<file path="src/msx_pkg.sv">
package msx_pkg;

   // Offset inside one 16 KB page
   localparam int PAGE_OFFSET_W = 14;

   // Slot, subslot and page give 2 + 2 + 2 index bits
   localparam int LAYOUT_ENTRIES = 64;

   // Contents of one 16 KB block in the slot layout
   typedef enum logic [1:0] {
      BLOCK_NONE,                        // Nothing mapped, reads FFh
      BLOCK_ROM,                         // Read only image in external memory
      BLOCK_RAM                          // Read/write area in external memory
   } block_kind_t;

   // Class of the current CPU bus cycle
   typedef enum logic [1:0] {
      ACC_IDLE,                          // No cycle, or an I/O port nobody owns
      ACC_PORT_A8,                       // Primary slot register
      ACC_SUBSLOT,                       // Expander register at FFFFh
      ACC_MEM                            // Memory cycle through the layout table
   } access_t;

endpackage
</file>
<file path="src/slot_decoder.sv">
`timescale 1ns/1ps

module slot_decoder (
   input  logic                              clk,
   input  logic                              clk_ce,
   input  logic                              reset,
   input  logic [15:0]                       cpu_addr,
   input  logic [7:0]                        cpu_dout,
   input  logic                              cpu_mreq,
   input  logic                              cpu_iorq,
   input  logic                              cpu_wr,
   input  logic [3:0]                        expander_present,
   input  logic                              map_ready,
   input  logic [7:0]                        map_rdata,
   input  logic                              cpu_mem_done,
   input  logic [7:0]                        cpu_mem_rdata,
   output logic [7:0]                        cpu_din,
   output logic                              cpu_ready,
   output logic                              map_strobe,
   output logic [1:0]                        map_slot,
   output logic [1:0]                        map_subslot,
   output logic [1:0]                        map_page,
   output logic [msx_pkg::PAGE_OFFSET_W-1:0] map_offset,
   output logic                              map_wr,
   output logic [7:0]                        map_wdata
);

   logic [7:0]       slot_reg;           // Port A8h, two bits per page
   logic [7:0]       subslot_reg [4];    // FFFFh register of each primary slot
   logic             busy;
   logic             reg_ack;
   logic [7:0]       reg_rdata;
   logic             cpu_cycle;
   logic             strobe;
   logic [1:0]       page;
   logic [1:0]       active_slot;
   logic [1:0]       active_subslot;
   logic [1:0]       page3_slot;         // Slot that owns the FFFFh register
   msx_pkg::access_t access;

   assign cpu_cycle   = clk_ce && (cpu_mreq || cpu_iorq);
   assign strobe      = cpu_cycle && !busy;
   assign page        = cpu_addr[15:14];
   assign active_slot = slot_reg[page*2 +: 2];
   assign page3_slot  = slot_reg[7:6];

   // Slots without an expander always sit on subslot 0
   assign active_subslot = expander_present[active_slot] ?
                           subslot_reg[active_slot][page*2 +: 2] : 2'd0;

   always_comb begin
      access = msx_pkg::ACC_IDLE;
      if (cpu_iorq) begin
         if (cpu_addr[7:0] == 8'hA8)
            access = msx_pkg::ACC_PORT_A8;
      end else if (cpu_mreq) begin
         if (cpu_addr == 16'hFFFF && expander_present[page3_slot])
            access = msx_pkg::ACC_SUBSLOT;
         else
            access = msx_pkg::ACC_MEM;
      end
   end

   always_ff @(posedge clk) begin
      if (reset) begin
         slot_reg   <= 8'h00;
         busy       <= 1'b0;
         reg_ack    <= 1'b0;
         map_strobe <= 1'b0;
         for (int i = 0; i < 4; i++)
            subslot_reg[i] <= 8'h00;
      end else begin
         reg_ack    <= strobe && (access != msx_pkg::ACC_MEM);  // Own answer, one cycle
         map_strobe <= strobe && (access == msx_pkg::ACC_MEM);
         if (strobe)
            busy <= 1'b1;
         else if (cpu_ready)
            busy <= 1'b0;
         if (strobe && cpu_wr) begin
            if (access == msx_pkg::ACC_PORT_A8)
               slot_reg <= cpu_dout;
            if (access == msx_pkg::ACC_SUBSLOT)
               subslot_reg[page3_slot] <= cpu_dout;
         end
      end
   end

   always_ff @(posedge clk) begin
      if (strobe) begin
         map_slot    <= active_slot;
         map_subslot <= active_subslot;
         map_page    <= page;
         map_offset  <= cpu_addr[msx_pkg::PAGE_OFFSET_W-1:0];
         map_wr      <= cpu_wr;
         map_wdata   <= cpu_dout;
         case (access)
            msx_pkg::ACC_PORT_A8: reg_rdata <= slot_reg;
            msx_pkg::ACC_SUBSLOT: reg_rdata <= ~subslot_reg[page3_slot];  // Reads back inverted
            default:              reg_rdata <= 8'hFF;                     // Unused I/O port
         endcase
      end
   end

   assign cpu_ready = reg_ack || map_ready || cpu_mem_done;
   assign cpu_din   = reg_ack   ? reg_rdata :
                      map_ready ? map_rdata : cpu_mem_rdata;

   // The CPU must wait for cpu_ready before the next cycle
   a_no_cycle_while_busy: assert property (@(posedge clk) disable iff (reset)
      busy |-> !cpu_cycle)
      else $error("CPU cycle started before cpu_ready");

endmodule

</file>
<file path="config.mk">
export PLATFORM = sky130hd
export DESIGN_NAME = slot_decoder
export DESIGN_NICKNAME = d
export VERILOG_FILES = /design/src/msx_pkg.sv /design/src/slot_decoder.sv
export SDC_FILE = /design/constraint.sdc
export NUM_CORES = 1
export LEC_CHECK = 0
export ABC_AREA = 1
export BUFFER_PORTS_ARGS = -buffer_cell sky130_fd_sc_hd__buf_4
export CAP_MARGIN = 20
export CORE_MARGIN = 3
export CORE_UTILIZATION = 58
export DETAILED_ROUTE_END_ITERATION = 10
export PLACE_DENSITY = 0.85
export RECOVER_POWER = 100
export SLEW_MARGIN = 30
export SYNTH_ARGS = -nofsm -noshare
export SYNTH_HDL_FRONTEND = slang
export SYNTH_SLANG_ARGS = --single-unit
export TNS_END_PERCENT = 50
</file>
<file path="constraint.sdc">
create_clock -name clk -period 4.52 [get_ports clk]
set_clock_uncertainty 0.05 [all_clocks]
set_input_delay 0.452 -clock clk [delete_from_list [all_inputs] [get_ports clk]]
set_output_delay 0.452 -clock clk [all_outputs]
set_load 0.03 [all_outputs]
</file>
==> run metrics <==
outcome finished with violations; failing checks capacitance limit, slew limit; post-synthesis mux area share 0; Yosys top cell by area edfxtp_1; htree depth 3; Hold Path Class primary input to flop; First-pass DRT Iterations 6; gp weighted congestion 1.04; placed cell area between 4000 and 5000 um2; Setup violations, final 0; largest net degree at the start of global routing 40; final setup TNS 0 ns; Final ANT Viol Nets 0; Max Cap Violations 1; core footprint 6460 um2; PortBufs 90; routed len/inst between 15 and 20 um; Row Count 29; Post-route DRC 0; first-pass GRT wire length 16.0 mm; VDD IR max 0.245 mV; num ports 91; Largest register FFs 32; # hold bufs at CTS 0; Lkg Pwr 1.83 nW; Remaining Overflow, GRT 0; Pwr Density 356 nW/um2; kind of critical path primary input to flop; Worst-Margin Slew just over 2 ns; minimum clock period 3.59 ns; r2r worst-path depth 8; Inserted Diodes 0; fillers 549; async set-reset flop share out of synthesis 0; footprint of the multi-input gates 1270 um2; Tcrit/Tclk final 0.794; Vias roughly 3.3k; vias per cell roughly 5.7; total chip power 0.00163 W; WHS about 0.24 ns; CP Capture Type flop; Setup crit start kind primary input; final net count 556; Initial Util 0.611; Slew Viols, Final 40; main combinational cell family by area after synthesis simple AND/OR/NAND/NOR gates; post-route cell area 4580 um2; top cells by area, synth edfxtp_1, dfxtp_1, nand3_1; die width 88.5 um; Hold Path Stages 2; Max Root-Sink Buffers 2; Yosys reg bits 82; total CTS buffers 9; Skew-Pair Late Insertion Delay 0.36 ns; Die ar. 7830 um2; Highest Clock Rate 278 MHz; Hold Violations, Final 0; Max-slew headroom -0.372; number of enable flip-flop cells after synthesis 69; RSZ-0062 raised after global routing false; fraction of layout cells with a size suffix above 1 0.117; Non-Filler Instances ~600; vias in the first global route about 3.2k; dpl cells 567; Sequential Area 2330 um2; DP Wirelength 7.79 mm; Post-Syn Nets 472; CTS tree done; gr usage total 0.277; Clk pin slew, worst setup/hold paths approximately 0.08 ns; Root Buffer clkbuf_8; critical path required time roughly 4.5 ns; Yosys warning total 0; antenna violations before repair 0; post-synth top area share 0.525; Area Overhead vs Synth 16.1%; final WL approximately 10 mm; area of the mapped netlist 3940 um2; clk sinks 82; Mapped Cells 417; xor and xnor fraction of the mapped netlist area 0; Post-Synth Adder-Cell Area 0.00952; syn avg cell area 9.46 um2; Crit path arrival time 3.57 ns; Iter 0 DRT Violations 365; Synth Area in Compound Gates 0.109; simple-gate share of the synthesized area 0.213; postcts setup bufs 0; Seq/Total Area, Yosys 0.591; post-synth cell types 31; Top FF cell, synth edfxtp_1; post_cts resized 0; Max FO, Critical Path 17; die height 88.5 um
worst paths after layout:
path | from | end | slack (ns)
worst max-delay path | cpu_addr[14] | subslot_reg[1][5] | 0.93
worst min-delay path | reset | busy | 0.24
worst max register to register | busy | slot_reg[4] | 0.99
worst min register to register | busy | busy | 0.45
cell usage after synthesis (3+ instances only):
master and n:
a21oi_1 46, o21ai_0 26, buf_4 4, clkbuf_1 9, nand3b_1 6, nor3_1 10
nand3_1 52, nand2_1 58, edfxtp_1 69, nor2_1 42, nand2_2 4, inv_2 3
ha_1 3, dfxtp_1 13, inv_1 49
routing by layer:
| layer | GRT usage | wire length [um] | vias up |
|---|---|---|---|
| li1 | - | - | 1598 |
| met4 | 0.135 | 392 | 0 |
| met5 | 0 | 0 | - |
| met3 | 0.0633 | 932 | 34 |
| met2 | 0.452 | 4750 | 209 |
| met1 | 0.350 | 4090 | 1496 |
report_power, final:
part	switching, W	total, W	internal, W
sequential	0.0000163	0.000877	0.000861
clock	0.000265	0.000521	0.000256
combinational	0.000163	0.000230	0.0000675
total	0.000444	0.00163	0.00118
placed cells by master (no fill, tap or decap):
cell type,instances
clkbuf_8,9
nor3_1,10
clkinv_4,1
nand3_4,1
buf_4,26
nand3b_1,6
nand2_4,1
clkinvlp_4,2
clkinv_1,2
o22ai_2,1
clkinvlp_2,1
clkbuf_1,55
nand4_2,1
nand4_1,2
inv_2,2
nor4_1,1
inv_1,50
nor2_1,43
bufinv_16,1
dfxtp_1,13
o211ai_1,2
edfxtp_1,69
o21ai_0,26
ha_1,3
o21ai_1,2
inv_6,1
clkbuf_4,11
nand2_1,61
a21oi_1,47
o31ai_1,2
nand3_1,53
nand2_2,1
area by class of cell:
| type | instances | share of cell area |
|---|---|---|
| multi-input cells | 263 | 0.278 |
| clock buffers | 10 | 0.0279 |
| inverters | 54 | 0.0445 |
| repair buffers | 91 | 0.105 |
| clock inverters | 6 | 0.0145 |
| flip-flops and latches | 82 | 0.509 |
| well taps | 77 | 0.0210 |
worst max-delay path, cell delays in order:
cell        delay [ns]
clkbuf_1          0.34
clkinvlp_2        0.47
nor3_1            0.30
nand4_1           0.12
a21oi_1           0.19
ha_1              0.44
nand4_2           0.44
nor2_1            0.27
nand2_1           0.21
nand2_1           0.32
metrics by stage:
stage,setup WS [ns],utilization
6_report,0.929,0.709
5_1_grt,0.544,0.709
4_1_cts,1.37,0.746
3_5_place_dp,1.30,0.716
3_3_place_gp,1.48,0.716
2_1_floorplan,1.72,-
kinds of logic after synthesis:
family / Yosys count
DFF: 82
buffers and inverters: 72
adders and majority gates: 3
AOI/OAI and AO/OA: 80
and+or+nand+nor: 180
(Power assumes the default switching activity.)
