### src/msx_pkg.sv
package msx_pkg;

   // Offset inside one 16 KB page
   localparam int PAGE_OFFSET_W = 14;

   // Slot, subslot and page give 2 + 2 + 2 index bits
   localparam int LAYOUT_ENTRIES = 64;

   // Contents of one 16 KB block in the slot layout
   typedef enum logic [1:0] {
      BLOCK_NONE,                        // Nothing mapped, reads FFh
      BLOCK_ROM,                         // Read only image in external memory
      BLOCK_RAM                          // Read/write area in external memory
   } block_kind_t;

   // Class of the current CPU bus cycle
   typedef enum logic [1:0] {
      ACC_IDLE,                          // No cycle, or an I/O port nobody owns
      ACC_PORT_A8,                       // Primary slot register
      ACC_SUBSLOT,                       // Expander register at FFFFh
      ACC_MEM                            // Memory cycle through the layout table
   } access_t;

endpackage
### src/block_mapper.sv
`timescale 1ns/1ps

module block_mapper #(
   parameter int ADDR_W = 20
) (
   input  logic                                     clk,
   input  logic                                     reset,
   input  logic                                     layout_we,
   input  logic [5:0]                               layout_index,
   input  msx_pkg::block_kind_t                     layout_kind,
   input  logic [ADDR_W-msx_pkg::PAGE_OFFSET_W-1:0] layout_base,
   input  logic                                     map_strobe,
   input  logic [1:0]                               map_slot,
   input  logic [1:0]                               map_subslot,
   input  logic [1:0]                               map_page,
   input  logic [msx_pkg::PAGE_OFFSET_W-1:0]        map_offset,
   input  logic                                     map_wr,
   input  logic [7:0]                               map_wdata,
   output logic                                     map_ready,
   output logic [7:0]                               map_rdata,
   output logic                                     cpu_mem_req,
   output logic [ADDR_W-1:0]                        cpu_mem_addr,
   output logic                                     cpu_mem_wr,
   output logic [7:0]                               cpu_mem_wdata
);

   localparam int BASE_W = ADDR_W - msx_pkg::PAGE_OFFSET_W;

   msx_pkg::block_kind_t kind_tab [msx_pkg::LAYOUT_ENTRIES];
   logic [BASE_W-1:0]    base_tab [msx_pkg::LAYOUT_ENTRIES];   // Base page in external memory
   logic [5:0]           index;
   msx_pkg::block_kind_t kind;
   logic                 to_memory;

   assign index = {map_slot, map_subslot, map_page};
   assign kind  = kind_tab[index];

   // ROM writes are dropped here so the image stays intact
   assign to_memory = (kind == msx_pkg::BLOCK_RAM) ||
                      (kind == msx_pkg::BLOCK_ROM && !map_wr);

   assign map_rdata = 8'hFF;             // Open bus value of an empty block

   always_ff @(posedge clk) begin
      if (reset) begin
         for (int i = 0; i < msx_pkg::LAYOUT_ENTRIES; i++)
            kind_tab[i] <= msx_pkg::BLOCK_NONE;
      end else if (layout_we) begin
         kind_tab[layout_index] <= layout_kind;
      end
   end

   always_ff @(posedge clk) begin
      if (layout_we)
         base_tab[layout_index] <= layout_base;
   end

   always_ff @(posedge clk) begin
      if (reset) begin
         map_ready   <= 1'b0;
         cpu_mem_req <= 1'b0;
      end else begin
         map_ready   <= map_strobe && !to_memory;
         cpu_mem_req <= map_strobe && to_memory;
      end
   end

   always_ff @(posedge clk) begin
      if (map_strobe) begin
         cpu_mem_addr  <= {base_tab[index], map_offset};
         cpu_mem_wr    <= map_wr;
         cpu_mem_wdata <= map_wdata;
      end
   end

   // Decoder sends no new cycle while the last one is being answered
   a_strobe_when_quiet: assert property (@(posedge clk) disable iff (reset)
      map_strobe |-> !map_ready && !cpu_mem_req)
      else $error("map_strobe arrived while the previous cycle was still being answered");

endmodule

### config.mk
export PLATFORM = sky130hd
export DESIGN_NAME = block_mapper
export DESIGN_NICKNAME = d
export VERILOG_FILES = /design/src/msx_pkg.sv /design/src/block_mapper.sv
export SDC_FILE = /design/constraint.sdc
export NUM_CORES = 1
export LEC_CHECK = 0
export ABC_AREA = 1
export BUFFER_PORTS_ARGS = -buffer_cell sky130_fd_sc_hd__buf_2
export CAP_MARGIN = 5
export CORE_ASPECT_RATIO = 0.5
export CORE_MARGIN = 3
export CORE_UTILIZATION = 52
export CTS_CLUSTER_DIAMETER = 50
export DETAILED_ROUTE_END_ITERATION = 8
export HOLD_SLACK_MARGIN = 0.03
export MAX_ROUTING_LAYER = met4
export PLACE_DENSITY = 0.71
export REMOVE_ABC_BUFFERS = 1
export SYNTH_ARGS = -nofsm -noshare
export SYNTH_HDL_FRONTEND = slang
export SYNTH_SLANG_ARGS = --single-unit
export TNS_END_PERCENT = 100
### constraint.sdc
create_clock -name clk -period 1.7 [get_ports clk]
set_input_delay 0.085 -clock clk [delete_from_list [all_inputs] [get_ports clk]]
set_output_delay 0.085 -clock clk [all_outputs]
set_load 0.005 [all_outputs]
==> reports/results.txt <==
number of remaining DRC errors = 0
cell at the root of the clock tree = sky130_fd_sc_hd__clkbuf_16
count of final hold-check violations = 0
grt ovf = 0
fraction of the cycle the final worst path needs = 1.03
global placement routability congestion = 0.904
leakage power = 9.58 nW
switching portion of total power = 0.230
crit path launch type = register
critical path startpoint = base_tab[7][0]
final standard cell utilization of the core = 0.628
later-pin clock latency in the skew report = 0.57 ns
half-perimeter wire length after detailed placement = 39.7 mm
arrival time worst endpoint = 2.05 ns
total number of vias = 16.6k
top cells by instance count after synthesis = 541 x sky130_fd_sc_hd__edfxtp_1, 417 x sky130_fd_sc_hd__nor2_1, 331 x sky130_fd_sc_hd__nand2_1
setup slack, reg-to-reg = -0.04 ns
placeable core region = 0.0426 mm²
initial core utilization = 0.535
Min-Delay Path Class = primary input to register
wire length per cell after detailed routing = 21.8 µm
I/O pin count = 86
count of state elements after synthesis = 543
synthesized area per cell = 11.4 µm²
CP Max Fanout = 1
main flop type after synthesis = sky130_fd_sc_hd__edfxtp_1
mean number of vias per cell = 5.87
H-tree level count = 2
number of synthesis warnings = 0
maximum clock frequency = 0.574 GHz
Post-synth EDFFs = 541
input/output buffers = 77
sequential fraction of the synthesis area = 0.713
first-pass GRT wire length = 92.6 mm
type of element capturing the critical path = register
Hold Path Sink = cpu_mem_addr[18]
Final Skew = 0.0208 ns
TritonCTS clock tree = done
worst setup margin = -0.0436 ns
proportion of layout cells with a drive suffix above 1 = 0.163
number of buffers on the longest clock path = 3
area share of the largest cell type after synthesis = 0.712
Worst-path clk slew = 0.07 ns
Psw = 6.35 mW
cell area after synthesis = 0.0228 mm²
GRT Util Overall = 0.272
total power consumption of the routed design = 27.6 mW
max cap viols = 0
Worst R2R Start = base_tab[7][0]
largest vdd supply drop = 694 µV
data required time of the worst path = 2.01 ns
RSZ-0062 raised after global routing = true
final slew viol count = 0
area overhead of the layout relative to synthesis = 17.2%
most repeated cell in the gate-level netlist after synthesis = sky130_fd_sc_hd__edfxtp_1
Rel. slew slack = 0.451
initial DRC count = 2258
number of cells traversed by the worst register-to-register path = 6
fraction of synthesis flops using an asynchronous set or reset pin = 0
Die W = 302 µm
outcome = finished, violations left
final wirelength = 61.5 mm
post-synthesis cell type count = 21
pin slew with the least headroom to its limit = 0.823 ns
internal power of the cells = 21.2 mW
Die Ht = 154 µm
Antenna Violating Nets Remaining = 0
PD cells = 1030 mW/mm²
First-pass DRT Iterations = 5
number of clock buffers inserted by TritonCTS = 47
count of endpoints failing setup in the final report = 2
HP Start = map_slot[1]
part of the total power dissipated in combinational logic = 0.083
number of sinks handled by clock tree synthesis = 543
pin count of the biggest net entering global routing = 65
via count of the first global-routing pass = 16.1k
critical path start-end classification = register to register
R2R Path End = cpu_mem_addr[14]
setup fix buffers added after clock tree synthesis = 0
power share of the clock group = 0.369
Die ar. = 0.0466 mm²
number of instances on the worst hold path = 4
sequential share of power = 0.548
count of mapped cells out of synthesis = 2000
initial antenna violation count = 3
std cell rows = 53
cells taking the most area after synthesis = sky130_fd_sc_hd__edfxtp_1 71%, sky130_fd_sc_hd__nor2_1 6.9%, sky130_fd_sc_hd__nand2_1 5.4%, sky130_fd_sc_hd__o21ai_0 4.5%, sky130_fd_sc_hd__o22ai_1 2.6%
violated checks = setup timing
cell taking the most area after synthesis = sky130_fd_sc_hd__edfxtp_1
net total in the final layout = 2253
post-route minimum period = 1.74 ns
==> placed cells by master (no fill, tap or decap), drive strengths merged <==
cell           n
nand3        118
clkbuf        61
o22ai         96
nand3b         1
diode          2
o211ai        14
o21bai         6
bufinv         1
edfxtp       541
buf          272
a21oi         17
o21ai        261
nor2         417
nor3          11
dfxtp          2
nand2        331
clkinvlp       1
conb           8
inv           35
clkinv        23
dlygate4sd3   27
==> critical path: stages (launching register included) <==
cell and delay (ns):
sky130_fd_sc_hd__edfxtp_1 0.36, sky130_fd_sc_hd__nor2_1 0.18, sky130_fd_sc_hd__o22ai_2 0.12, sky130_fd_sc_hd__o21ai_2 0.13, sky130_fd_sc_hd__o21ai_2 0.09, sky130_fd_sc_hd__o211ai_1 0.50, sky130_fd_sc_hd__nand2_1 0.11
==> routing by layer <==
| metal | vias to the layer above | GRT usage | wire length [µm] |
|---|---|---|---|
| li1 | 7509 | - | - |
| met1 | 7926 | 0.350 | 23700 |
| met2 | 959 | 0.415 | 28100 |
| met3 | 174 | 0.0694 | 7010 |
| met4 | 0 | 0.110 | 2640 |
| met5 | - | - | 0 |
==> kinds of logic (layout without fill, tap and decap cells) <==
| kind of cell | Yosys count | after routing | synth area share |
|---|---|---|---|
| compound gates | 394 | 394 | 0.0938 |
| other cells | 1 | 10 | 0.000164 |
| buf+inv | 184 | 420 | 0.0409 |
| simple gates | 878 | 878 | 0.152 |
| flops | 543 | 543 | 0.713 |
==> repair_timing <==
item / CTS / global route
setup endpoints to repair: 3 / 6
hold endpoints to repair: 92 / 0
gates resized for setup: 16 / 28
hold buffers: 27 / 0
pin swaps: 19 / 19
==> area by class of cell <==
type                       count  area (µm²)
antenna                        2        5.00
clock buffer                  61        1270
clock inverter                25         148
fill                        3193       15900
inverter                      35         140
multi-input combinational   1280        5730
sequential                   543       16300
tap                          577         722
timing repair buffer         299        2470
==> per-stage QoR <==
stage	setup TNS, ns	hold WS [ns]	worst slack (ns)	instances	cell area [µm²]
4_1_cts	-0.0114	0.0333	-0.0100	2820	26700
2_1_floorplan	-194.09	0.184	-1.20	1858	22000
5_1_grt	-0.277	0.0557	-0.0984	2822	26800
6_report	-0.0712	0.0625	-0.0436	2822	26800
3_5_place_dp	-1.79	0.264	-0.346	2710	25000
3_3_place_gp	-1.62	0.261	-0.325	2710	25000
==> how the worst max path moves through the flow <==
stage,endpoint,slack (ns),cells past startpoint
2_1_floorplan,map_ready,-1.20,12
6_report,cpu_mem_addr[14],-0.04,6
3_5_place_dp,cpu_mem_addr[18],-0.35,10
4_1_cts,cpu_mem_addr[18],-0.01,6
5_1_grt,cpu_mem_addr[18],-0.1,6
3_3_place_gp,cpu_mem_addr[18],-0.33,10
==> sequential cells by signal, summed over array words and instances (netlist names) <==
| signal | flops |
|---|---|
| cpu_mem_wr | 1 |
| cpu_mem_req | 1 |
| cpu_mem_addr | 20 |
| base_tab | 384 |
| map_ready | 1 |
| kind_tab | 128 |
| cpu_mem_wdata | 8 |
==> power by group through the flow <==
stage / sequential, mW / combinational (mW) / clock (mW)
CTS: 15.1 / 2.24 / 10.3
global route: 15.1 / 2.48 / 10.8
floorplan: 15.4 / 0.911 / 0
detailed placement: 15.4 / 2.17 / 0
finish: 15.1 / 2.29 / 10.2
global placement: 15.4 / 2.13 / 0
(Power assumes the default switching activity.)
