### config.mk
export PLATFORM = sky130hd
export DESIGN_NAME = mem_arbiter
export DESIGN_NICKNAME = d
export VERILOG_FILES = /design/src/mem_arbiter.sv
export SDC_FILE = /design/constraint.sdc
export NUM_CORES = 1
export LEC_CHECK = 0
export ABC_AREA = 1
export BUFFER_PORTS_ARGS = -buffer_cell sky130_fd_sc_hd__buf_2
export CORE_MARGIN = 1
export CORE_UTILIZATION = 50
export DETAILED_ROUTE_END_ITERATION = 8
export GPL_TIMING_DRIVEN = 0
export PLACE_DENSITY = 0.84
export SETUP_SLACK_MARGIN = 0.4
export SLEW_MARGIN = 10
export SYNTH_ARGS = -nofsm -noshare
export SYNTH_HDL_FRONTEND = slang
export SYNTH_SLANG_ARGS = --single-unit
### constraint.sdc
create_clock -name clk -period 3.55 [get_ports clk]
set_input_delay 0.71 -clock clk [delete_from_list [all_inputs] [get_ports clk]]
set_output_delay 0.71 -clock clk [all_outputs]
set_load 0.02 [all_outputs]
### src/mem_arbiter.sv
`timescale 1ns/1ps

module mem_arbiter #(
   parameter int ADDR_W = 20
) (
   input  logic              clk,
   input  logic              reset,
   input  logic              cpu_mem_req,
   input  logic [ADDR_W-1:0] cpu_mem_addr,
   input  logic              cpu_mem_wr,
   input  logic [7:0]        cpu_mem_wdata,
   input  logic              load_req,
   input  logic [ADDR_W-1:0] load_addr,
   input  logic [7:0]        load_data,
   input  logic [7:0]        ram_rdata,
   input  logic              ram_done,
   output logic              cpu_mem_done,
   output logic [7:0]        cpu_mem_rdata,
   output logic              load_done,
   output logic              ram_req,
   output logic [ADDR_W-1:0] ram_addr,
   output logic              ram_wr,
   output logic [7:0]        ram_wdata
);

   typedef enum logic [1:0] {
      ARB_IDLE,
      ARB_CPU_BUSY,
      ARB_LOAD_BUSY
   } arb_state_t;

   arb_state_t        state;
   logic              cpu_pending;       // CPU request still waiting for the port
   logic              load_done_q;
   logic [ADDR_W-1:0] cpu_addr_q;
   logic              cpu_wr_q;
   logic [7:0]        cpu_wdata_q;
   logic              start_cpu;
   logic              start_load;

   assign start_cpu  = (state == ARB_IDLE) && (cpu_mem_req || cpu_pending);

   // Loader drops load_req a cycle late, so skip the cycle after load_done
   assign start_load = (state == ARB_IDLE) && !start_cpu && load_req && !load_done_q;

   assign cpu_mem_done  = ram_done && (state == ARB_CPU_BUSY);
   assign load_done     = ram_done && (state == ARB_LOAD_BUSY);
   assign cpu_mem_rdata = ram_rdata;

   always_ff @(posedge clk) begin
      if (reset) begin
         state       <= ARB_IDLE;
         cpu_pending <= 1'b0;
         load_done_q <= 1'b0;
         ram_req     <= 1'b0;
      end else begin
         ram_req     <= start_cpu || start_load;
         load_done_q <= load_done;
         if (start_cpu)
            cpu_pending <= 1'b0;
         else if (cpu_mem_req)
            cpu_pending <= 1'b1;
         case (state)
            ARB_IDLE: begin
               if (start_cpu)
                  state <= ARB_CPU_BUSY;
               else if (start_load)
                  state <= ARB_LOAD_BUSY;
            end
            default: begin
               if (ram_done)
                  state <= ARB_IDLE;
            end
         endcase
      end
   end

   always_ff @(posedge clk) begin
      if (cpu_mem_req) begin
         cpu_addr_q  <= cpu_mem_addr;
         cpu_wr_q    <= cpu_mem_wr;
         cpu_wdata_q <= cpu_mem_wdata;
      end
      if (start_cpu) begin
         ram_addr  <= cpu_mem_req ? cpu_mem_addr : cpu_addr_q;
         ram_wr    <= cpu_mem_req ? cpu_mem_wr : cpu_wr_q;
         ram_wdata <= cpu_mem_req ? cpu_mem_wdata : cpu_wdata_q;
      end else if (start_load) begin
         ram_addr  <= load_addr;
         ram_wr    <= 1'b1;                  // Loader only fills memory
         ram_wdata <= load_data;
      end
   end

   // One access outstanding, and the store answers on the next cycle
   a_one_cpu_request: assert property (@(posedge clk) disable iff (reset)
      cpu_mem_req |-> !cpu_pending)
      else $error("CPU request arrived while another one was still pending");

   a_done_follows_req: assert property (@(posedge clk) disable iff (reset)
      ram_req |=> ram_done)
      else $error("ram_done missing one cycle after ram_req");

endmodule

==> impl_metrics.env, run 1 <==
export IMPL_min_from="cpu_addr_q[5]$_DFF_P_"
export IMPL_most_common_layout_cells="nand2_1, buf_2, dfxtp_1"
export IMPL_hold_viol_final=0
export IMPL_cts_hold_buf=0
export IMPL_worst_path_buf_inv=2
export IMPL_crit_cells=5
export IMPL_drtPass1Iterations=4
export IMPL_relSlewSlack=0.505
export IMPL_irDropWorstVdd_mv=0.306
export IMPL_ys_seq_area_frac=0.640
export IMPL_hold_path_class="flip-flop to flip-flop"
export IMPL_min_period_ns=1.97
export IMPL_crit_family="simple AND/OR/NAND/NOR gates"
export IMPL_reg2reg_from="state[0]$_SDFFE_PP0P_"
export IMPL_antenna_found_initial=0
export IMPL_worstMarginPinSlew_ns=0.740
export IMPL_placed_cell_area_mm2=0.00299
export IMPL_layout_commonest_cell="nand2_1"
export IMPL_drt_initial_drc_count=89
export IMPL_clock_latency_ns=0.32
export IMPL_num_antenna_cells=0
export IMPL_rows=24
export IMPL_final_setup_viol_count=0
export IMPL_grtUsageTotal=0.219
export IMPL_synth_seq_cells=63
export IMPL_finalCritPeriodShare=0.556
export IMPL_p_per_area_mw_per_mm2=552
export IMPL_root_buffer="clkbuf_8"
export IMPL_dieArea_mm2=0.00513
export IMPL_h_tree_depth=3
export IMPL_viasPerCell=4.62
export IMPL_grt_first_pass_wirelength_mm=8.40
export IMPL_hold_path_end="cpu_addr_q[5]$_DFF_P_"
export IMPL_synth_net_count=346
export IMPL_synthToLayoutAreaGrowth_pct=30.7
export IMPL_crit_top_cell="buf_2"
export IMPL_synth_cell_types=18
export IMPL_num_vias=2057
export IMPL_worstSetupStartpoint="cpu_mem_req"
export IMPL_drive_gt1_frac=0.344
export IMPL_dp_cells=429
export IMPL_crit_arrival_ns=1.92
export IMPL_r2r_slack_ns=1.74
export IMPL_die_height_um=71.6
export IMPL_rsz0062_at_grt="false"
export IMPL_holdPathStages=2
export IMPL_gp_congestion=0.762
export IMPL_maxCapViolations=0
export IMPL_final_antenna_net_count=0
export IMPL_reg2reg_to="ram_addr[16]$_DFFE_PP_"
export IMPL_fin_util=0.703
export IMPL_crit_chain="buf_2 -> buf_2 -> nor2_1 -> nand3_1 -> nand2_2"
export IMPL_crit_path_start_kind="input port"
export IMPL_status="complete, no violations"
export IMPL_reg2reg_depth=4
export IMPL_grt_ovfl_total=0
export IMPL_hpwl_mm=3.66
export IMPL_syn_area_per_cell_um2=8.78
export IMPL_finalWirelength_mm=5.17
export IMPL_die_w_um=71.6
export IMPL_grt_pass1_vias=1906
export IMPL_cts_buffers=9
export IMPL_fin_worst_skew_ns=0.00450
export IMPL_cts_tree="done"
export IMPL_yosysWarnings=0
export IMPL_max_stage_delay_ns=0.57
export IMPL_final_cells=445
export IMPL_cts_resized=0
export IMPL_post_cts_setup_buffers=0
export IMPL_syn_area_mm2=0.00242
export IMPL_final_nets=458
export IMPL_cts_sinks=63
export IMPL_crit_slowest_cell="nand2_2"
export IMPL_final_setup_tns_ns=0
export IMPL_grt_max_degree=30
export IMPL_cp_max_fo=29
export IMPL_nFillCells=386
export IMPL_holdWs_ns=0.444
export IMPL_start_util=0.538
export IMPL_core_mm2=0.00450
export IMPL_io_pins=110
export IMPL_io_buffers=101
export IMPL_design_area_mm2=0.00317
export IMPL_timing_fmax_ghz=0.507
export IMPL_critPathKind="input port to flip-flop"
export IMPL_drcViolationCount=0
export IMPL_leakagePower_uw=0.00168
export IMPL_clkSlewWorstSetupHoldPaths_ns=0.06
export IMPL_worstPathRequired_ns=3.50
export IMPL_cp_end_kind="flip-flop"
export IMPL_syn_inst=276
export IMPL_wire_per_inst_um=11.6
export IMPL_cts_buffer_depth=2
export IMPL_drv_slew=0
-- worst max-delay path by stage --
stage / slack, ns / endpoint
global placement: 0.85 / ram_addr[1]$_DFFE_PP_
finish: 1.58 / ram_addr[16]$_DFFE_PP_
detailed placement: 0.80 / ram_addr[5]$_DFFE_PP_
floorplan: 1.42 / ram_addr[0]$_DFFE_PP_
CTS: 1.16 / ram_addr[5]$_DFFE_PP_
global route: 1.50 / ram_addr[5]$_DFFE_PP_
-- report_power, final --
group | leakage, µW | internal, µW | switching [µW] | total [µW]
Clock | 0.0000877 | 292 | 246 | 538
Combinational | 0.00103 | 113 | 212 | 324
Sequential | 0.000571 | 863 | 22.3 | 886
-- flip-flops by register name (all words and copies together), names as in the netlist --
signal and cells:
ram_wr 1, ram_addr 20, load_done_q 1, cpu_pending 1, cpu_wr_q 1, cpu_wdata_q 8, state 2, ram_wdata 8
cpu_addr_q 20, ram_req 1
-- layer usage --
layer	up-vias	global-route usage	part of all wire
li1	1075	-	-
met1	898	0.271	0.46
met2	82	0.357	0.48
met3	2	0.0703	0.057
met4	0	0.0850	0.0066
met5	-	0	0
-- layout make-up --
| class | count | area (µm²) | share of cell area |
|---|---|---|---|
| timing repair buffer | 101 | 505 | 0.160 |
| clock buffer | 15 | 166 | 0.0525 |
| buffer | 20 | 125 | 0.0395 |
| sequential | 63 | 1550 | 0.490 |
| multi-input combinational | 187 | 726 | 0.229 |
| clock inverter | 1 | 5.00 | 0.00158 |
| tap | 52 | 65.1 | 0.0205 |
| inverter | 6 | 22.5 | 0.00711 |
-- per-stage QoR --
step	setup WS (ns)	power, µW
finish	1.58	1750
global placement	0.850	1220
floorplan	1.42	1110
CTS	1.16	1760
detailed placement	0.798	1230
global route	1.50	1830
-- kinds of logic (layout without fill, tap and decap cells) --
logic type | count (synthesis) | in the layout | synth area share
buffers and inverters | 26 | 143 | 0.0609
AOI/OAI and AO/OA | 5 | 5 | 0.0119
and+or+nand+nor | 182 | 182 | 0.287
DFF | 63 | 63 | 0.640
-- cell usage after synthesis, drive strengths merged --
library cell	count	area [µm²]
nand2	173	649
dfxtp	34	681
edfxtp	29	871
buf	17	114
inv	6	22.5
nor2	4	17.5
a21oi	3	15.0
clkbuf	3	11.3
nor3	2	10.0
o21ai	2	13.8
nand3	1	5.00
nor4	1	6.26
or2	1	6.26
-- worst min-delay path: cells and delay by family, from the launching register on --
family / cells / cell delay [ns]
AND/OR/NAND/NOR: 2 / 0.10
flip-flops: 1 / 0.31
Note: power is estimated with default switching activity, not from simulation.
==> run 2: changes to the inputs <==
Settings changed: CORE_UTILIZATION 50 to 42, PLACE_DENSITY 0.84 to 0.76.
Clock period 3.55 ns to 1.7 ns, I/O delays scaled along.
==> run 2 against run 1 <==
  * Worst setup slack got worse by 1.3 ns
  * Routed wire length increased by 4.0%
  * Hold slack got worse by 0.22 ns
  * Combinational power increased by 120%
  * Clock skew increased by 0.0037 ns
  * Clock power increased by 100%
  * Final cell count increased by 4.7%
  * Critical path depth decreased by 3
  * Via count increased by 0.24%
  * Sequential share of layout area decreased by 1.1 points
  * Critical path type is now flip-flop to primary output
  * Largest cell class unchanged
==> impl_metrics.env, run 2 (synthesis gave the netlist of run 1 again) <==
export IMPL_switching_share=0.283
export IMPL_cts_sinks=63
export IMPL_cp_max_fo=5
export IMPL_p_clk_frac=0.299
export IMPL_crit_path_start_kind="flip-flop"
export IMPL_comb_power_share=0.195
export IMPL_irDropWorstVdd_mv=0.505
export IMPL_p_per_area_mw_per_mm2=1120
export IMPL_fin_util=0.587
export IMPL_die_w_um=77.9
export IMPL_worstMarginPinSlew_ns=0.481
export IMPL_critPathKind="flip-flop to primary output"
export IMPL_synthToLayoutAreaGrowth_pct=34.2
export IMPL_wire_per_inst_um=11.5
export IMPL_drcViolationCount=0
export IMPL_timing_fmax_ghz=0.728
export IMPL_h_tree_depth=3
export IMPL_setup_ws_ns=0.326
export IMPL_final_nets=459
export IMPL_internal_power_uw=2620
export IMPL_drive_gt1_frac=0.358
export IMPL_cts_buffer_depth=2
export IMPL_post_place_ws_ns=0.0895
export IMPL_num_vias=2062
export IMPL_io_buffers=101
export IMPL_clkSlewWorstSetupHoldPaths_ns=0.06
export IMPL_grt_max_degree=16
export IMPL_cts_hold_buf=0
export IMPL_most_common_layout_cells="nand2_1, buf_2, dfxtp_1"
export IMPL_grt_first_pass_wirelength_mm=8.75
export IMPL_drt_initial_drc_count=109
export IMPL_relSlewSlack=0.679
export IMPL_power_switching_uw=1030
export IMPL_grtUsageTotal=0.195
export IMPL_layout_commonest_cell="nand2_1"
export IMPL_antenna_found_initial=0
export IMPL_share_seq_of_total_power=0.506
export IMPL_grt_pass1_vias=1991
export IMPL_cts_buffers=9
export IMPL_final_setup_tns_ns=0
export IMPL_die_height_um=77.9
export IMPL_hold_path_class="input port to flip-flop"
export IMPL_gp_congestion=0.773
export IMPL_fin_worst_skew_ns=0.00821
export IMPL_cts_tree="done"
export IMPL_num_antenna_cells=0
export IMPL_reg_top3="cpu_addr_q: 20 flops, ram_addr: 20 flops"
export IMPL_status="complete, no violations"
export IMPL_crit_arrival_ns=1.03
export IMPL_min_period_ns=1.37
export IMPL_final_setup_viol_count=0
export IMPL_grt_ovfl_total=0
export IMPL_worstPathRequired_ns=1.36
export IMPL_drv_slew=0
export IMPL_final_antenna_net_count=0
export IMPL_hpwl_mm=3.74
export IMPL_finalWirelength_mm=5.37
export IMPL_drtPass1Iterations=4
export IMPL_dieArea_mm2=0.00608
export IMPL_io_pins=110
export IMPL_rows=27
export IMPL_finalCritPeriodShare=0.808
export IMPL_root_buffer="clkbuf_8"
export IMPL_core_mm2=0.00554
export IMPL_cp_end_kind="primary output"
export IMPL_post_cts_setup_buffers=0
export IMPL_clock_latency_ns=0.33
export IMPL_hold_viol_final=0
export IMPL_rsz0062_at_grt="true"
export IMPL_viasPerCell=4.42
export IMPL_start_util=0.437
export IMPL_maxCapViolations=0
export IMPL_leakagePower_uw=0.00170
run 2: repair_timing:
action | CTS | global route
gates resized for setup | 9 | 4
setup endpoints to repair | 43 | 60
gates cloned | 1 | 0
pin swaps | 2 | 0
run 2: final cells by class:
type                    count  area [µm²]
repair buffers            101         510
plain buffers              20         139
clock buffers              14         153
fillers                   522        2290
well taps                  72        90.1
clock inverters             2        10.0
multi-input cells         188         769
inverters                   6        22.5
flip-flops and latches     63        1560
run 2: final timing paths:
kind | startpoint | endpoint | slack, ns | cells after the start
worst min register to register | cpu_wdata_q[1]$_DFF_P_ | cpu_wdata_q[1]$_DFF_P_ | 0.45 | 2
worst min-delay path | cpu_mem_wdata[6] | cpu_wdata_q[6]$_DFF_P_ | 0.23 | 3
worst max register to register | state[0]$_SDFFE_PP0P_ | ram_wdata[4]$_DFFE_PP_ | 0.35 | 3
worst max-delay path | state[0]$_SDFFE_PP0P_ | load_done | 0.33 | 2
run 2: power by group through the flow:
stage	combinational, µW	sequential [µW]	clock [µW]
after floorplan	300	2020	0
after global placement	681	1870	0
after detailed placement	695	1880	0
after CTS	721	1850	1120
after global routing	791	1860	1200
final	714	1850	1090
run 2: worst max-delay path: stages, from the launching register on:
cell,delay [ns]
dfxtp_4,0.36
nor3_2,0.18
buf_4,0.16
run 2: metrics by stage:
step           hold WS (ns)  total power [µW]  area, µm²  instances
2_1_floorplan         0.409              2320       2440        276
3_3_place_gp          0.425              2550       3040        449
3_5_place_dp          0.432              2580       3040        449
4_1_cts               0.209              3690       3240        466
5_1_grt               0.222              3850       3250        466
6_report              0.227              3660       3250        466
run 2: routing by layer:
| metal | up-vias | wire, µm | track usage | part of all wire |
|---|---|---|---|---|
| li1 | 1079 | - | - | - |
| met1 | 898 | 2220 | 0.221 | 0.41 |
| met2 | 76 | 2670 | 0.334 | 0.50 |
| met3 | 9 | 396 | 0.0541 | 0.074 |
| met4 | 0 | 83 | 0.100 | 0.015 |
| met5 | - | 0 | 0 | 0 |
==> run 3: changes to the inputs <==
Settings changed: ABC_AREA 1 to 0, CORE_UTILIZATION 42 to 46, PLACE_DENSITY 0.76 to 0.79.
Clock period 1.7 ns to 1.3 ns, I/O delays scaled along.
==> run 3 against run 2 <==
  * The flow now finishes with violations (setup timing)
  * Clock power grew 34%
  * Critical path depth grew 2
  * Sequential share of layout area shrank 5.9 points
  * Utilization grew 18 points
  * Worst setup slack lost 0.47 ns
  * Area after synthesis shrank 1.2%
  * Largest cell class unchanged
  * Largest power group unchanged
==> impl_metrics.env, run 3 <==
export IMPL_syn_area_mm2=0.00239
export IMPL_final_antenna_net_count=0
export IMPL_antenna_found_initial=0
export IMPL_final_setup_viol_count=61
export IMPL_holdWs_ns=0.182
export IMPL_register_area_mm2=0.00156
export IMPL_synthTopCellsByCount="mux2_2, dfxtp_1, edfxtp_1"
export IMPL_worst_path_buf_inv=2
export IMPL_cp_end_kind="flip-flop"
export IMPL_io_pins=110
export IMPL_core_mm2=0.00485
export IMPL_cts_sinks=63
export IMPL_wire_per_inst_um=16.3
export IMPL_leakagePower_uw=0.00168
export IMPL_wl_met3_um=313
export IMPL_grt_pass1_vias=1781
export IMPL_gp_congestion=0.771
export IMPL_muxShareOfSynthArea=0.268
export IMPL_final_nets=348
export IMPL_multiInputGateArea_um2=942
export IMPL_h_tree_depth=3
export IMPL_layout_commonest_cell="buf_2"
export IMPL_viasPerCell=4.88
export IMPL_final_cells=349
export IMPL_yosysTopAreaCellShare=0.364
export IMPL_yosysWarnings=0
export IMPL_max_stage_delay_ns=0.38
export IMPL_hpwl_mm=3.38
export IMPL_fin_util=0.769
export IMPL_most_common_layout_cells="buf_2, buf_6, dfxtp_1"
export IMPL_rows=25
export IMPL_setup_ws_ns=-0.142
export IMPL_hold_path_class="input port to flip-flop"
export IMPL_critPathKind="flip-flop to flip-flop"
export IMPL_cp_max_fo=5
export IMPL_fin_worst_skew_ns=0.00879
export IMPL_ys_seq_area_frac=0.648
export IMPL_routed_top_layer="met4"
export IMPL_num_antenna_cells=0
export IMPL_rsz0062_at_grt="true"
export IMPL_p_per_area_mw_per_mm2=1410
export IMPL_io_buffers=101
export IMPL_synth_simple_gate_area_frac=0.0361
export IMPL_irDropWorstVdd_mv=0.924
export IMPL_drtPass1Iterations=4
export IMPL_wl_met2_mm=3.03
export IMPL_synth_net_count=221
export IMPL_r2r_slack_ns=-0.14
export IMPL_clock_latency_ns=0.32
export IMPL_synthTopCellsByArea="edfxtp_1, dfxtp_1, mux2_2"
export IMPL_drcViolationCount=0
export IMPL_worstPathRequired_ns=1.36
export IMPL_grtUsageTotal=0.210
export IMPL_synth_edf_count=29
export IMPL_cts_tree="done"
export IMPL_worstMarginPinSlew_ns=0.425
export IMPL_reg2reg_depth=4
export IMPL_dp_cells=319
export IMPL_synth_seq_cells=63
export IMPL_synth_cell_types=17
export IMPL_synthToLayoutAreaGrowth_pct=55.8
export IMPL_synth_compound_area_frac=0.00993
export IMPL_cts_buffers=9
export IMPL_relSlewSlack=0.716
export IMPL_die_w_um=74.1
export IMPL_post_place_ws_ns=-0.522
export IMPL_synth_fa_ha_area_frac=0
export IMPL_drv_slew=0
export IMPL_finalWirelength_mm=5.68
export IMPL_grt_ovfl_total=0
export IMPL_grt_first_pass_wirelength_mm=8.30
export IMPL_clkSlewWorstSetupHoldPaths_ns=0.07
export IMPL_drive_gt1_frac=0.755
export IMPL_crit_slowest_cell="dfxtp_4"
export IMPL_start_util=0.494
export IMPL_reg2reg_from="state[0]$_SDFFE_PP0P_"
export IMPL_die_height_um=74.1
export IMPL_grt_max_degree=16
export IMPL_reg_top3="cpu_addr_q: 20 flops, ram_addr: 20 flops"
export IMPL_worstSetupStartpoint="state[0]$_SDFFE_PP0P_"
export IMPL_syn_inst=151
export IMPL_crit_cells=4
export IMPL_reg2reg_to="ram_addr[4]$_DFFE_PP_"
export IMPL_violations="setup timing"
export IMPL_yosys_area_top_type="edfxtp_1"
export IMPL_synth_xor_area_frac=0
export IMPL_crit_path_end="ram_addr[4]$_DFFE_PP_"
export IMPL_crit_family="flip-flops"
export IMPL_num_vias=1704
export IMPL_root_buffer="clkbuf_8"
export IMPL_min_period_ns=1.44
export IMPL_finalCritPeriodShare=1.11
export IMPL_syn_area_per_cell_um2=15.9
export IMPL_timing_fmax_ghz=0.693
export IMPL_cts_buffer_depth=2
export IMPL_wl_met1_mm=2.24
export IMPL_crit_path_start_kind="flip-flop"
export IMPL_crit_chain="nor3_4 -> buf_6 -> buf_8 -> mux2_4"
export IMPL_drt_initial_drc_count=64
export IMPL_final_setup_tns_ns=-6.72
export IMPL_async_flop_share=0
export IMPL_nFillCells=313
export IMPL_dieArea_mm2=0.00550
export IMPL_hold_viol_final=0
export IMPL_status="finished with violations"
export IMPL_synth_flop_cell="dfxtp_1"
export IMPL_yosysMostFrequentCell="mux2_2"
export IMPL_crit_arrival_ns=1.50
export IMPL_maxCapViolations=0
export IMPL_synth_top_family_by_area="multiplexers"
-- run 3: changes by cell type in the layout (fill, tap and decap cells not counted), moves of 4 or more --
cell and delta:
buf_6 +36, buf_8 +4, mux2_4 +28, clkbuf_1 -4, buf_4 +4, nand2_1 -172
mux2_2 +29, buf_2 -33
-- run 3: where the power goes --
group	internal (µW)	leakage [µW]	switching [µW]
Combinational	754	0.00102	569
Sequential	2370	0.000573	96.9
Clock	786	0.0000865	675
Total	3910	0.00168	1340
-- run 3: logic make-up (layout without fill, tap and decap cells) --
family | after synthesis | in the layout
flops | 63 | 63
mux | 57 | 57
compound gates | 4 | 6
simple gates | 14 | 14
buf+inv | 13 | 142
-- run 3: metrics by stage --
stage | total power (µW) | area [µm²]
detailed placement | 3380 | 3020
floorplan | 3060 | 2430
global placement | 3350 | 3020
CTS | 5160 | 3580
finish | 5250 | 3730
global route | 5470 | 3730
-- run 3: routing by layer --
metal | vias up | global-route usage
met2 | 64 | 0.364
met4 | 0 | 0.111
met5 | - | 0
met1 | 827 | 0.233
met3 | 8 | 0.0623
li1 | 805 | -
-- run 3: layout make-up --
| cell class | count | share of cell area |
|---|---|---|
| timing repair buffer | 114 | 0.229 |
| tap | 67 | 0.0225 |
| buffer | 13 | 0.0312 |
| clock inverter | 1 | 0.00134 |
| multi-input combinational | 77 | 0.253 |
| clock buffer | 14 | 0.0436 |
| sequential | 63 | 0.419 |
-- run 3: worst min path at each step --
stage	startpoint	slack [ns]	depth (start not counted)	end
floorplan	reset	0.32	1	state[0]$_SDFFE_PP0P_
global placement	cpu_wr_q$_DFF_P_	0.45	1	cpu_wr_q$_DFF_P_
detailed placement	cpu_wdata_q[0]$_DFF_P_	0.46	1	cpu_wdata_q[0]$_DFF_P_
CTS	reset	0.14	2	state[0]$_SDFFE_PP0P_
global route	cpu_mem_addr[6]	0.16	2	cpu_addr_q[6]$_DFF_P_
finish	cpu_mem_addr[6]	0.18	2	cpu_addr_q[6]$_DFF_P_
-- run 3: repair_timing --
item,4_1_cts,5_1_grt
hold buffers,0,0
buffers inserted,6,5
gates resized for setup,100,19
pin swaps,4,3
setup endpoints to repair,93,93
gates cloned,2,2
